File: src/logic/hrm_cfg.svh
// shared sizing for the monitor pipeline; one sample per frame of sck cycles
// window default assumes sck near 1.25 MHz, so 12.5M cycles is about 10 s
`ifndef HRM_CFG_SVH
`define HRM_CFG_SVH

// sck cycles per serial frame, data MSB first
`define HRM_FRAME_BITS 16

// significant bits kept from each frame
`define HRM_SAMPLE_BITS 10

// symmetric low-pass, odd tap count
`define HRM_FIR_TAPS 31
// coefficients are scaled by 2^10
`define HRM_FIR_SHIFT 10

// slope history, split into two halves
`define HRM_HISTORY_LEN 128
// older half must have few falling slopes
`define HRM_LEFT_MAX 55
// newer half must have many falling slopes
`define HRM_RIGHT_MIN 40
// samples blocked after a peak
`define HRM_HOLD_SAMPLES 128

// rate window in sck cycles
`define HRM_WINDOW_CYCLES 12500000
// beats per minute per peak in a 10 s window
`define HRM_BPM_SCALE 6

`endif

File: src/logic/hrmRatePkg.sv
// rate reporting types
// bpm width covers a saturated peak count times the scale
`default_nettype none

package hrmRatePkg;

	// peaks in one window, saturating
	typedef logic [7:0] peakCount_t;

	// beats per minute, 255 * 6 fits
	typedef logic [11:0] bpm_t;

endpackage

`default_nettype wire

File: src/logic/hrmSamplePkg.sv
// sample path types and the low-pass coefficient table
// table holds only the first half plus centre; the filter mirrors it
`default_nettype none

`include "hrm_cfg.svh"

package hrmSamplePkg;

	// raw and filtered samples share one width
	typedef logic [`HRM_SAMPLE_BITS-1:0] sample_t;

	// accumulator, twice the sample width
	// a full-scale input carries one bit past this, the filter clamps it
	typedef logic [2*`HRM_SAMPLE_BITS-1:0] acc_t;

	// one coefficient, unsigned
	typedef logic [7:0] coef_t;

	// unique taps of the symmetric filter
	localparam int FIR_HALF = (`HRM_FIR_TAPS + 1) / 2;

	// outermost tap first, centre tap last
	// sum over all 31 taps is 1028, a touch over unity gain
	localparam coef_t firCoefs [FIR_HALF] = '{
		8'd3,  8'd4,  8'd6,  8'd8,
		8'd12, 8'd17, 8'd23, 8'd29,
		8'd36, 8'd43, 8'd50, 8'd56,
		8'd61, 8'd65, 8'd67, 8'd68
	};

endpackage

`default_nettype wire

File: src/logic/firFilter.sv
// symmetric FIR low-pass with one output per input strobe and one cycle latency
// output clamps at full scale when the gain pushes past 10 bits
`timescale 1ns/1ps
`default_nettype none

`include "hrm_cfg.svh"

module firFilter
(
	input  wire logic                 sck,
	input  wire logic                 reset,
	input  wire hrmSamplePkg::sample_t sample,
	input  wire logic                 sampleValid,
	output hrmSamplePkg::sample_t     filtered,
	output logic                      filteredValid
);

	import hrmSamplePkg::*;

	localparam int CENTRE = (`HRM_FIR_TAPS - 1) / 2;
	// one bit past the accumulator for the clamp
	localparam int SUM_W  = $bits(acc_t) + 1;

	// delay line with tap 0 the oldest
	sample_t taps    [`HRM_FIR_TAPS];
	// delay line as it will be after this strobe
	sample_t nextTap [`HRM_FIR_TAPS];
	logic [`HRM_SAMPLE_BITS:0] pairSum;
	logic [SUM_W-1:0] sumWide;
	acc_t acc;
	logic overflow;

	// shifted view where the newest sample lands on the last tap
	always_comb
	begin
		for (int k = 0; k < `HRM_FIR_TAPS - 1; k++)
			nextTap[k] = taps[k + 1];
		nextTap[`HRM_FIR_TAPS - 1] = sample;
	end

	// fold mirrored taps before one multiply per coefficient
	always_comb
	begin
		sumWide = '0;
		pairSum = '0;
		for (int k = 0; k < CENTRE; k++)
		begin
			pairSum = {1'b0, nextTap[k]} + {1'b0, nextTap[`HRM_FIR_TAPS - 1 - k]};
			sumWide = sumWide + SUM_W'(firCoefs[k]) * SUM_W'(pairSum);
		end
		// centre tap stands alone
		sumWide = sumWide + SUM_W'(firCoefs[CENTRE]) * SUM_W'(nextTap[CENTRE]);
	end

	assign acc = sumWide[SUM_W-2:0];
	// top bit set means the shifted result exceeds full scale
	assign overflow = sumWide[SUM_W-1];

	always_ff @(posedge sck, posedge reset)
	begin
		if (reset)
		begin
			for (int k = 0; k < `HRM_FIR_TAPS; k++)
				taps[k] <= '0;
			filtered      <= '0;
			filteredValid <= 1'b0;
		end
		else
		begin
			filteredValid <= sampleValid;
			if (sampleValid)
			begin
				taps     <= nextTap;
				filtered <= overflow ? '1 : sample_t'(acc >> `HRM_FIR_SHIFT);
			end
		end
	end

	// output strobe tracks input strobe by exactly one cycle
	assert property (@(posedge sck) disable iff (reset)
		filteredValid == $past(sampleValid))
		else $error("filteredValid out of step with sampleValid");

endmodule

`default_nettype wire

File: src/logic/heartRateMonitor.sv
// heart-rate monitor top: serial in, low-pass, peak find, rate report
// all stages run on sck rising edge and never stall
`timescale 1ns/1ps
`default_nettype none

`include "hrm_cfg.svh"

module heartRateMonitor
#(
	parameter int WINDOW_CYCLES = `HRM_WINDOW_CYCLES
)
(
	input  wire logic                 sck,
	input  wire logic                 reset,
	input  wire logic                 sdo,
	output hrmSamplePkg::sample_t     filtered,
	output logic                      filteredValid,
	output logic                      peakPulse,
	output hrmRatePkg::bpm_t          heartRate,
	output hrmRatePkg::peakCount_t    peakCount,
	output logic                      rateValid
);

	import hrmSamplePkg::*;

	// raw sample from the receiver
	sample_t sample;
	logic sampleValid;

	spiSampleIn u_spiSampleIn (
		.sck         (sck),
		.reset       (reset),
		.sdo         (sdo),
		.sample      (sample),
		.sampleValid (sampleValid)
	);

	firFilter u_firFilter (
		.sck           (sck),
		.reset         (reset),
		.sample        (sample),
		.sampleValid   (sampleValid),
		.filtered      (filtered),
		.filteredValid (filteredValid)
	);

	peakDetector u_peakDetector (
		.sck           (sck),
		.reset         (reset),
		.filtered      (filtered),
		.filteredValid (filteredValid),
		.peakPulse     (peakPulse)
	);

	rateCounter #(
		.WINDOW_CYCLES (WINDOW_CYCLES)
	) u_rateCounter (
		.sck       (sck),
		.reset     (reset),
		.peakPulse (peakPulse),
		.heartRate (heartRate),
		.peakCount (peakCount),
		.rateValid (rateValid)
	);

endmodule

`default_nettype wire

File: src/logic/peakDetector.sv
// peak finder over a slope history; fires when falling slopes move into the newer half
// hold-off counts samples rather than cycles
`timescale 1ns/1ps
`default_nettype none

`include "hrm_cfg.svh"

module peakDetector
(
	input  wire logic                 sck,
	input  wire logic                 reset,
	input  wire hrmSamplePkg::sample_t filtered,
	input  wire logic                 filteredValid,
	output logic                      peakPulse
);

	import hrmSamplePkg::*;

	localparam int HALF   = `HRM_HISTORY_LEN / 2;
	localparam int SUM_W  = $clog2(HALF + 1);
	localparam int HOLD_W = $clog2(`HRM_HOLD_SAMPLES + 1);

	sample_t prevSample;
	// one bit per sample set for a flat or falling step with bit 0 newest
	logic [`HRM_HISTORY_LEN-1:0] history;
	// ones in the newer and older halves
	logic [SUM_W-1:0] rightSum;
	logic [SUM_W-1:0] leftSum;
	// samples left in the hold-off
	logic [HOLD_W-1:0] holdCount;
	logic newBit;
	logic peakFound;

	// not rising counts as falling
	assign newBit = (filtered <= prevSample);

	// sums as they stand before this sample
	assign peakFound = (leftSum <= SUM_W'(`HRM_LEFT_MAX))
		&& (rightSum >= SUM_W'(`HRM_RIGHT_MIN))
		&& (holdCount == '0);

	always_ff @(posedge sck, posedge reset)
	begin
		if (reset)
		begin
			prevSample <= '0;
			// all falling so a rising start cannot fire early
			history    <= '1;
			rightSum   <= SUM_W'(HALF);
			leftSum    <= SUM_W'(HALF);
			holdCount  <= '0;
			peakPulse  <= 1'b0;
		end
		else
		begin
			// one-cycle strobe
			peakPulse <= 1'b0;
			if (filteredValid)
			begin
				prevSample <= filtered;
				history    <= {history[`HRM_HISTORY_LEN-2:0], newBit};
				// bit leaving the newer half enters the older half
				rightSum   <= rightSum + SUM_W'(newBit) - SUM_W'(history[HALF-1]);
				leftSum    <= leftSum + SUM_W'(history[HALF-1])
					- SUM_W'(history[`HRM_HISTORY_LEN-1]);

				if (peakFound)
				begin
					peakPulse <= 1'b1;
					holdCount <= HOLD_W'(`HRM_HOLD_SAMPLES);
				end
				else if (holdCount != '0)
				begin
					holdCount <= holdCount - 1'b1;
				end
			end
		end
	end

	// a pulse only follows a sample seen with no hold-off running
	assert property (@(posedge sck) disable iff (reset)
		peakPulse |-> ($past(holdCount) == '0) && $past(filteredValid))
		else $error("peakPulse during hold-off");

endmodule

`default_nettype wire

File: src/logic/rateCounter.sv
// counts peaks over a fixed window of sck cycles and reports bpm at each window end
// window restarts after every report; peak count saturates
`timescale 1ns/1ps
`default_nettype none

`include "hrm_cfg.svh"

module rateCounter
#(
	parameter int WINDOW_CYCLES = `HRM_WINDOW_CYCLES
)
(
	input  wire logic                 sck,
	input  wire logic                 reset,
	input  wire logic                 peakPulse,
	output hrmRatePkg::bpm_t          heartRate,
	output hrmRatePkg::peakCount_t    peakCount,
	output logic                      rateValid
);

	import hrmRatePkg::*;

	localparam int CYC_W = (WINDOW_CYCLES > 1) ? $clog2(WINDOW_CYCLES) : 1;

	logic [CYC_W-1:0] cycleCount;
	// peaks in the running window
	peakCount_t peaks;
	logic windowEnd;

	assign windowEnd = (cycleCount == CYC_W'(WINDOW_CYCLES - 1));

	always_ff @(posedge sck, posedge reset)
	begin
		if (reset)
		begin
			cycleCount <= '0;
			peaks      <= '0;
			heartRate  <= '0;
			peakCount  <= '0;
			rateValid  <= 1'b0;
		end
		else
		begin
			rateValid <= windowEnd;
			if (windowEnd)
			begin
				cycleCount <= '0;
				peakCount  <= peaks;
				heartRate  <= bpm_t'(peaks) * bpm_t'(`HRM_BPM_SCALE);
				// a peak on the boundary belongs to the new window
				peaks      <= peakCount_t'(peakPulse);
			end
			else
			begin
				cycleCount <= cycleCount + 1'b1;
				if (peakPulse && (peaks != '1))
					peaks <= peaks + 1'b1;
			end
		end
	end

	// report stays a whole multiple of the scale
	assert property (@(posedge sck) disable iff (reset)
		heartRate % `HRM_BPM_SCALE == 0)
		else $error("heartRate %0d not a multiple of the scale", heartRate);

endmodule

`default_nettype wire

File: src/logic/spiSampleIn.sv
// serial sample receiver, MSB first, frame alignment fixed by reset
// only the low bits of each frame are kept; upper bits are ignored
`timescale 1ns/1ps
`default_nettype none

`include "hrm_cfg.svh"

module spiSampleIn
(
	input  wire logic                 sck,
	input  wire logic                 reset,
	input  wire logic                 sdo,
	output hrmSamplePkg::sample_t     sample,
	output logic                      sampleValid
);

	import hrmSamplePkg::*;

	localparam int CNT_W = $clog2(`HRM_FRAME_BITS);

	// position in frame, 0 takes the MSB
	logic [CNT_W-1:0] bitCount;
	// incoming bits, newest at bit 0
	logic [`HRM_FRAME_BITS-1:0] shiftReg;
	logic frameDone;

	// last bit of the frame arrives this edge
	assign frameDone = (bitCount == CNT_W'(`HRM_FRAME_BITS - 1));

	// frame counter and strobe
	always_ff @(posedge sck, posedge reset)
	begin
		if (reset)
		begin
			bitCount    <= '0;
			sampleValid <= 1'b0;
		end
		else
		begin
			bitCount    <= bitCount + 1'b1;
			sampleValid <= frameDone;
		end
	end

	// data path, no reset needed
	always_ff @(posedge sck)
	begin
		shiftReg <= {shiftReg[`HRM_FRAME_BITS-2:0], sdo};
		// include the bit arriving now
		if (frameDone)
			sample <= sample_t'({shiftReg[`HRM_FRAME_BITS-2:0], sdo});
	end

	// one strobe per frame at most
	assert property (@(posedge sck) disable iff (reset)
		sampleValid |=> !sampleValid)
		else $error("sampleValid high in consecutive cycles");

endmodule

`default_nettype wire

File: config.mk
export PLATFORM = sky130hd
export DESIGN_NAME = heartRateMonitor
export DESIGN_NICKNAME = d
export VERILOG_FILES = /design/src/logic/hrmRatePkg.sv /design/src/logic/hrmSamplePkg.sv /design/src/logic/firFilter.sv /design/src/logic/heartRateMonitor.sv /design/src/logic/peakDetector.sv /design/src/logic/rateCounter.sv /design/src/logic/spiSampleIn.sv
export VERILOG_INCLUDE_DIRS = /design/src /design/src/logic
export SDC_FILE = /design/constraint.sdc
export NUM_CORES = 2
export LEC_CHECK = 0
export ABC_CLOCK_PERIOD_IN_PS = 14900
export BUFFER_PORTS_ARGS = -buffer_cell sky130_fd_sc_hd__clkbuf_2
export CORE_MARGIN = 3
export CORE_UTILIZATION = 55
export DETAILED_ROUTE_END_ITERATION = 8
export GPL_TIMING_DRIVEN = 0
export PLACE_DENSITY = 0.73
export SLEW_MARGIN = 20
export SYNTH_ARGS = -nofsm -noshare
export SYNTH_HDL_FRONTEND = slang
export SYNTH_HIERARCHICAL = 1
export SYNTH_SLANG_ARGS = --single-unit
File: constraint.sdc
create_clock -name sck -period 14.9 [get_ports sck]
set_clock_uncertainty 0.2 [all_clocks]
set_input_delay 2.98 -clock sck [delete_from_list [all_inputs] [get_ports sck]]
set_output_delay 2.98 -clock sck [all_outputs]
set_load 0.01 [all_outputs]
==> results.json <==
{
  "p_clk_share_pct": 36.6,
  "fmax_mhz": 82.66,
  "synth_top_area_share_pct": 23.17,
  "clk_latency_ns": 0.65,
  "synthTopCellsByArea": "dfrtp_1, fa_1, ha_1",
  "place_congestion": 0.9436,
  "io-pin-count": 36,
  "rsz0062_at_grt": "false",
  "switchingPower_w": 0.001222,
  "htree_levels": 2,
  "ant_nets": 0,
  "synth_cells": 3742,
  "drv_slew": 0,
  "seqCellArea_um2": 13830,
  "cts.root.buffer_cell": "clkbuf_16",
  "dieArea_um2": 81350,
  "syn_to_final_growth_pct": 8.264,
  "wl_mm": 98.23,
  "drive_gt1_share_pct": 19.91,
  "relSlewSlack_pct": 22.62,
  "outcome": "completed",
  "critPathCaptureType": "flip-flop",
  "dr.first_iter.drc_count": 1495,
  "cpMostUsedCell": "fa_1",
  "cp-start-kind": "flip-flop",
  "cts_tree": "built",
  "firstDrtPassIters": 5,
  "critPathMaxFanout": 9,
  "layout_common_cells": "inv_1, ha_1, mux2_2, dfrtp_1, fa_1",
  "cts_made_buffers": 57,
  "cts_buffer_depth": 3,
  "fin_ws_ns": 2.802,
  "die_h_um": 285.2,
  "p_leak_nw": 23.79,
  "cp.required_ns": 15.28,
  "worst_slew_pin_slew_ns": 1.161,
  "io_buffers": 33,
  "multi_input_area_um2": 26090,
  "synth_seq_cells": 546,
  "swShare_pct": 30.92,
  "avgSynthCellArea_um2": 11.46,
  "cts.sink_count": 546,
  "post_cts_buffers": 0,
  "final_nets": 4736,
  "synth_edf_count": 10,
  "max_stage_delay_ns": 0.70,
  "p_int_w": 0.002730,
  "hold_path_depth": 0,
  "r2r_cells": 40,
  "grt_max_degree": 116,
  "nFillCells": 6211,
  "core_region_area_um2": 76580,
  "grtUsageTotal_pct": 24.95,
  "dp_hpwl_mm": 80.19,
  "final_common_cell": "inv_1",
  "syn_area_um2": 42880,
  "fin_crit_sh_pct": 81.19,
  "slowest_stage": "xor2_1",
  "grt_pass1_vias": 28310,
  "finalCriticalPeriod_ns": 12.10,
  "viasPerCell": 5.492,
  "floorplan.initialDensity_pct": 55.99,
  "ys_warn_count": 6,
  "ir_drop_uv": 101.4,
  "path_clk_slew_ns": 0.06,
  "fin_area_um2": 46420,
  "seqPwrFrac_pct": 38.8,
  "powerDensity_nw_per_um2": 85.14,
  "async_flop_share_pct": 96.52,
  "synth_ff_type": "dfrtp_1",
  "num_vias": 27000,
  "arrival_ns": 12.48,
  "routedWlPerCell_um": 19.98,
  "grt_pass1_wl_mm": 158.6,
  "grt.overflow.total": 0,
  "holdCritPathClass": "reg2reg",
  "seq_area_frac_synth_pct": 32.25,
  "die_x_um": 285.2,
  "synth_cell_types": 88,
  "cts_resized": 0,
  "placement_rows": 101,
  "synth_top_cell_by_area": "dfrtp_1",
  "grt_antenna_before_repair": 4,
  "hold_viol": 0,
  "finalSetupViolations": 0,
  "dp_worst_setup_slack_ns": 2.883,
  "drc": 0,
  "hold_slack_ns": 0.1538,
  "worstSetupPathType": "reg2reg",
  "comb_power_share_pct": 24.5,
  "placed_area_um2": 44480,
  "cap_violations": 0,
  "postCtsHoldBufs": 0,
  "insertedDiodeCount": 0
}
## state kept, by name, indices dropped and copies added, names as in the netlist
name,flops
u_rateCounter/heartRate,9
u_peakDetector/peakPulse,1
u_firFilter/filtered,10
u_rateCounter/cycleCount,24
u_firFilter/nextTap,300
u_spiSampleIn/bitCount,4
u_spiSampleIn/sample,10
u_rateCounter/rateValid,1
u_spiSampleIn/sampleValid,1
u_firFilter/filteredValid,1
u_peakDetector/rightSum,7
u_spiSampleIn/shiftReg,9
u_peakDetector/holdCount,8
u_peakDetector/prevSample,10
u_peakDetector/history,128
u_rateCounter/peakCount,8
u_rateCounter/peaks,8
u_peakDetector/leftSum,7
## cells in the mapped netlist (all sizes together), types with 11 or more instances
| cell type | number |
|---|---|
| o21ai | 73 |
| mux2 | 428 |
| dfrtp | 397 |
| buf | 28 |
| nor4b | 12 |
| fa | 395 |
| xor2 | 62 |
| nor4 | 12 |
| nor2 | 95 |
| clkbuf | 39 |
| nand2b | 17 |
| xnor2 | 136 |
| nand2 | 118 |
| a21oi | 160 |
| and3 | 14 |
| nor2b | 14 |
| inv | 705 |
| dfstp | 130 |
| o21a | 18 |
| mux2i | 20 |
| a21o | 44 |
| a31oi | 12 |
| or2 | 11 |
| nor3 | 28 |
| o21bai | 70 |
| nand4 | 13 |
| ha | 498 |
| nand3 | 37 |
## through the flow
stage | instances | util [%] | power, W | setup TNS (ns)
2_1_floorplan | 3743 | - | 0.002248 | 0
3_3_place_gp | 4806 | 57.90 | 0.002497 | -229.80
3_5_place_dp | 4811 | 58.09 | 0.002529 | 0
4_1_cts | 4917 | 60.62 | 0.003997 | 0
5_1_grt | 4917 | 60.62 | 0.004197 | 0
6_report | 4917 | 60.62 | 0.003952 | 0
## layout make-up
type / instances / area share, %
clock buffer: 79 / 3.533
inverter: 705 / 5.733
multi-input combinational: 2425 / 56.21
timing repair buffer: 38 / 0.6361
tap: 1030 / 2.776
clock inverter: 27 / 0.6468
sequential: 546 / 29.79
buffer: 67 / 0.6765
## final timing paths
kind / from / end / slack [ns]
setup reg to reg: u_firFilter/nextTap[80] / u_firFilter/filtered[8] / 2.80
hold reg to reg: u_spiSampleIn/shiftReg[7] / u_spiSampleIn/shiftReg[8] / 0.15
min in group asynchronous: reset / u_spiSampleIn/bitCount[0] / 2.26
max in group asynchronous: reset / u_firFilter/nextTap[183] / 10.94
hold / removal: u_spiSampleIn/shiftReg[7] / u_spiSampleIn/shiftReg[8] / 0.15
setup / recovery: u_firFilter/nextTap[80] / u_firFilter/filtered[8] / 2.80
## cell families (layout without fill, tap and decap cells)
group / after synthesis / count (layout) / share of synthesized area [%]
muxes: 448 / 448 / 11.71
other: 1 / 2 / 0.008745
xor gates and xnor gates: 198 / 198 / 4.044
and+or+nand+nor: 425 / 425 / 5.162
buffers and inverters: 772 / 916 / 6.904
AOI/OAI and AO/OA: 459 / 459 / 6.948
adders and majority gates: 893 / 893 / 32.97
DFF: 546 / 546 / 32.25
## power by group through the flow
stage	clock network (W)	logic (W)	registers, W
after floorplan	0	0.000693	0.00155
after global placement	0	0.000936	0.00156
after detailed placement	0	0.000968	0.00156
after CTS	0.00149	0.000974	0.00153
after global routing	0.00154	0.00112	0.00154
final	0.00145	0.000969	0.00154
## per-layer routing
metal	part of all wire, %	global-route usage (%)
met1	43	34.03
met2	47	40.88
met3	6.1	4.724
met4	3.1	7.178
met5	0	0
## critical path, delay by kind of cell (launching register included)
kind                       cells  cell delay [ns]
adders and majority gates     14             6.27
AOI/OAI and AO/OA             15             3.51
xor gates and xnor gates       1             0.70
DFF                            1             0.47
and+or+nand+nor                3             0.36
buffers and inverters          6             0.32
muxes                          1             0.16
(Power assumes the default switching activity.)
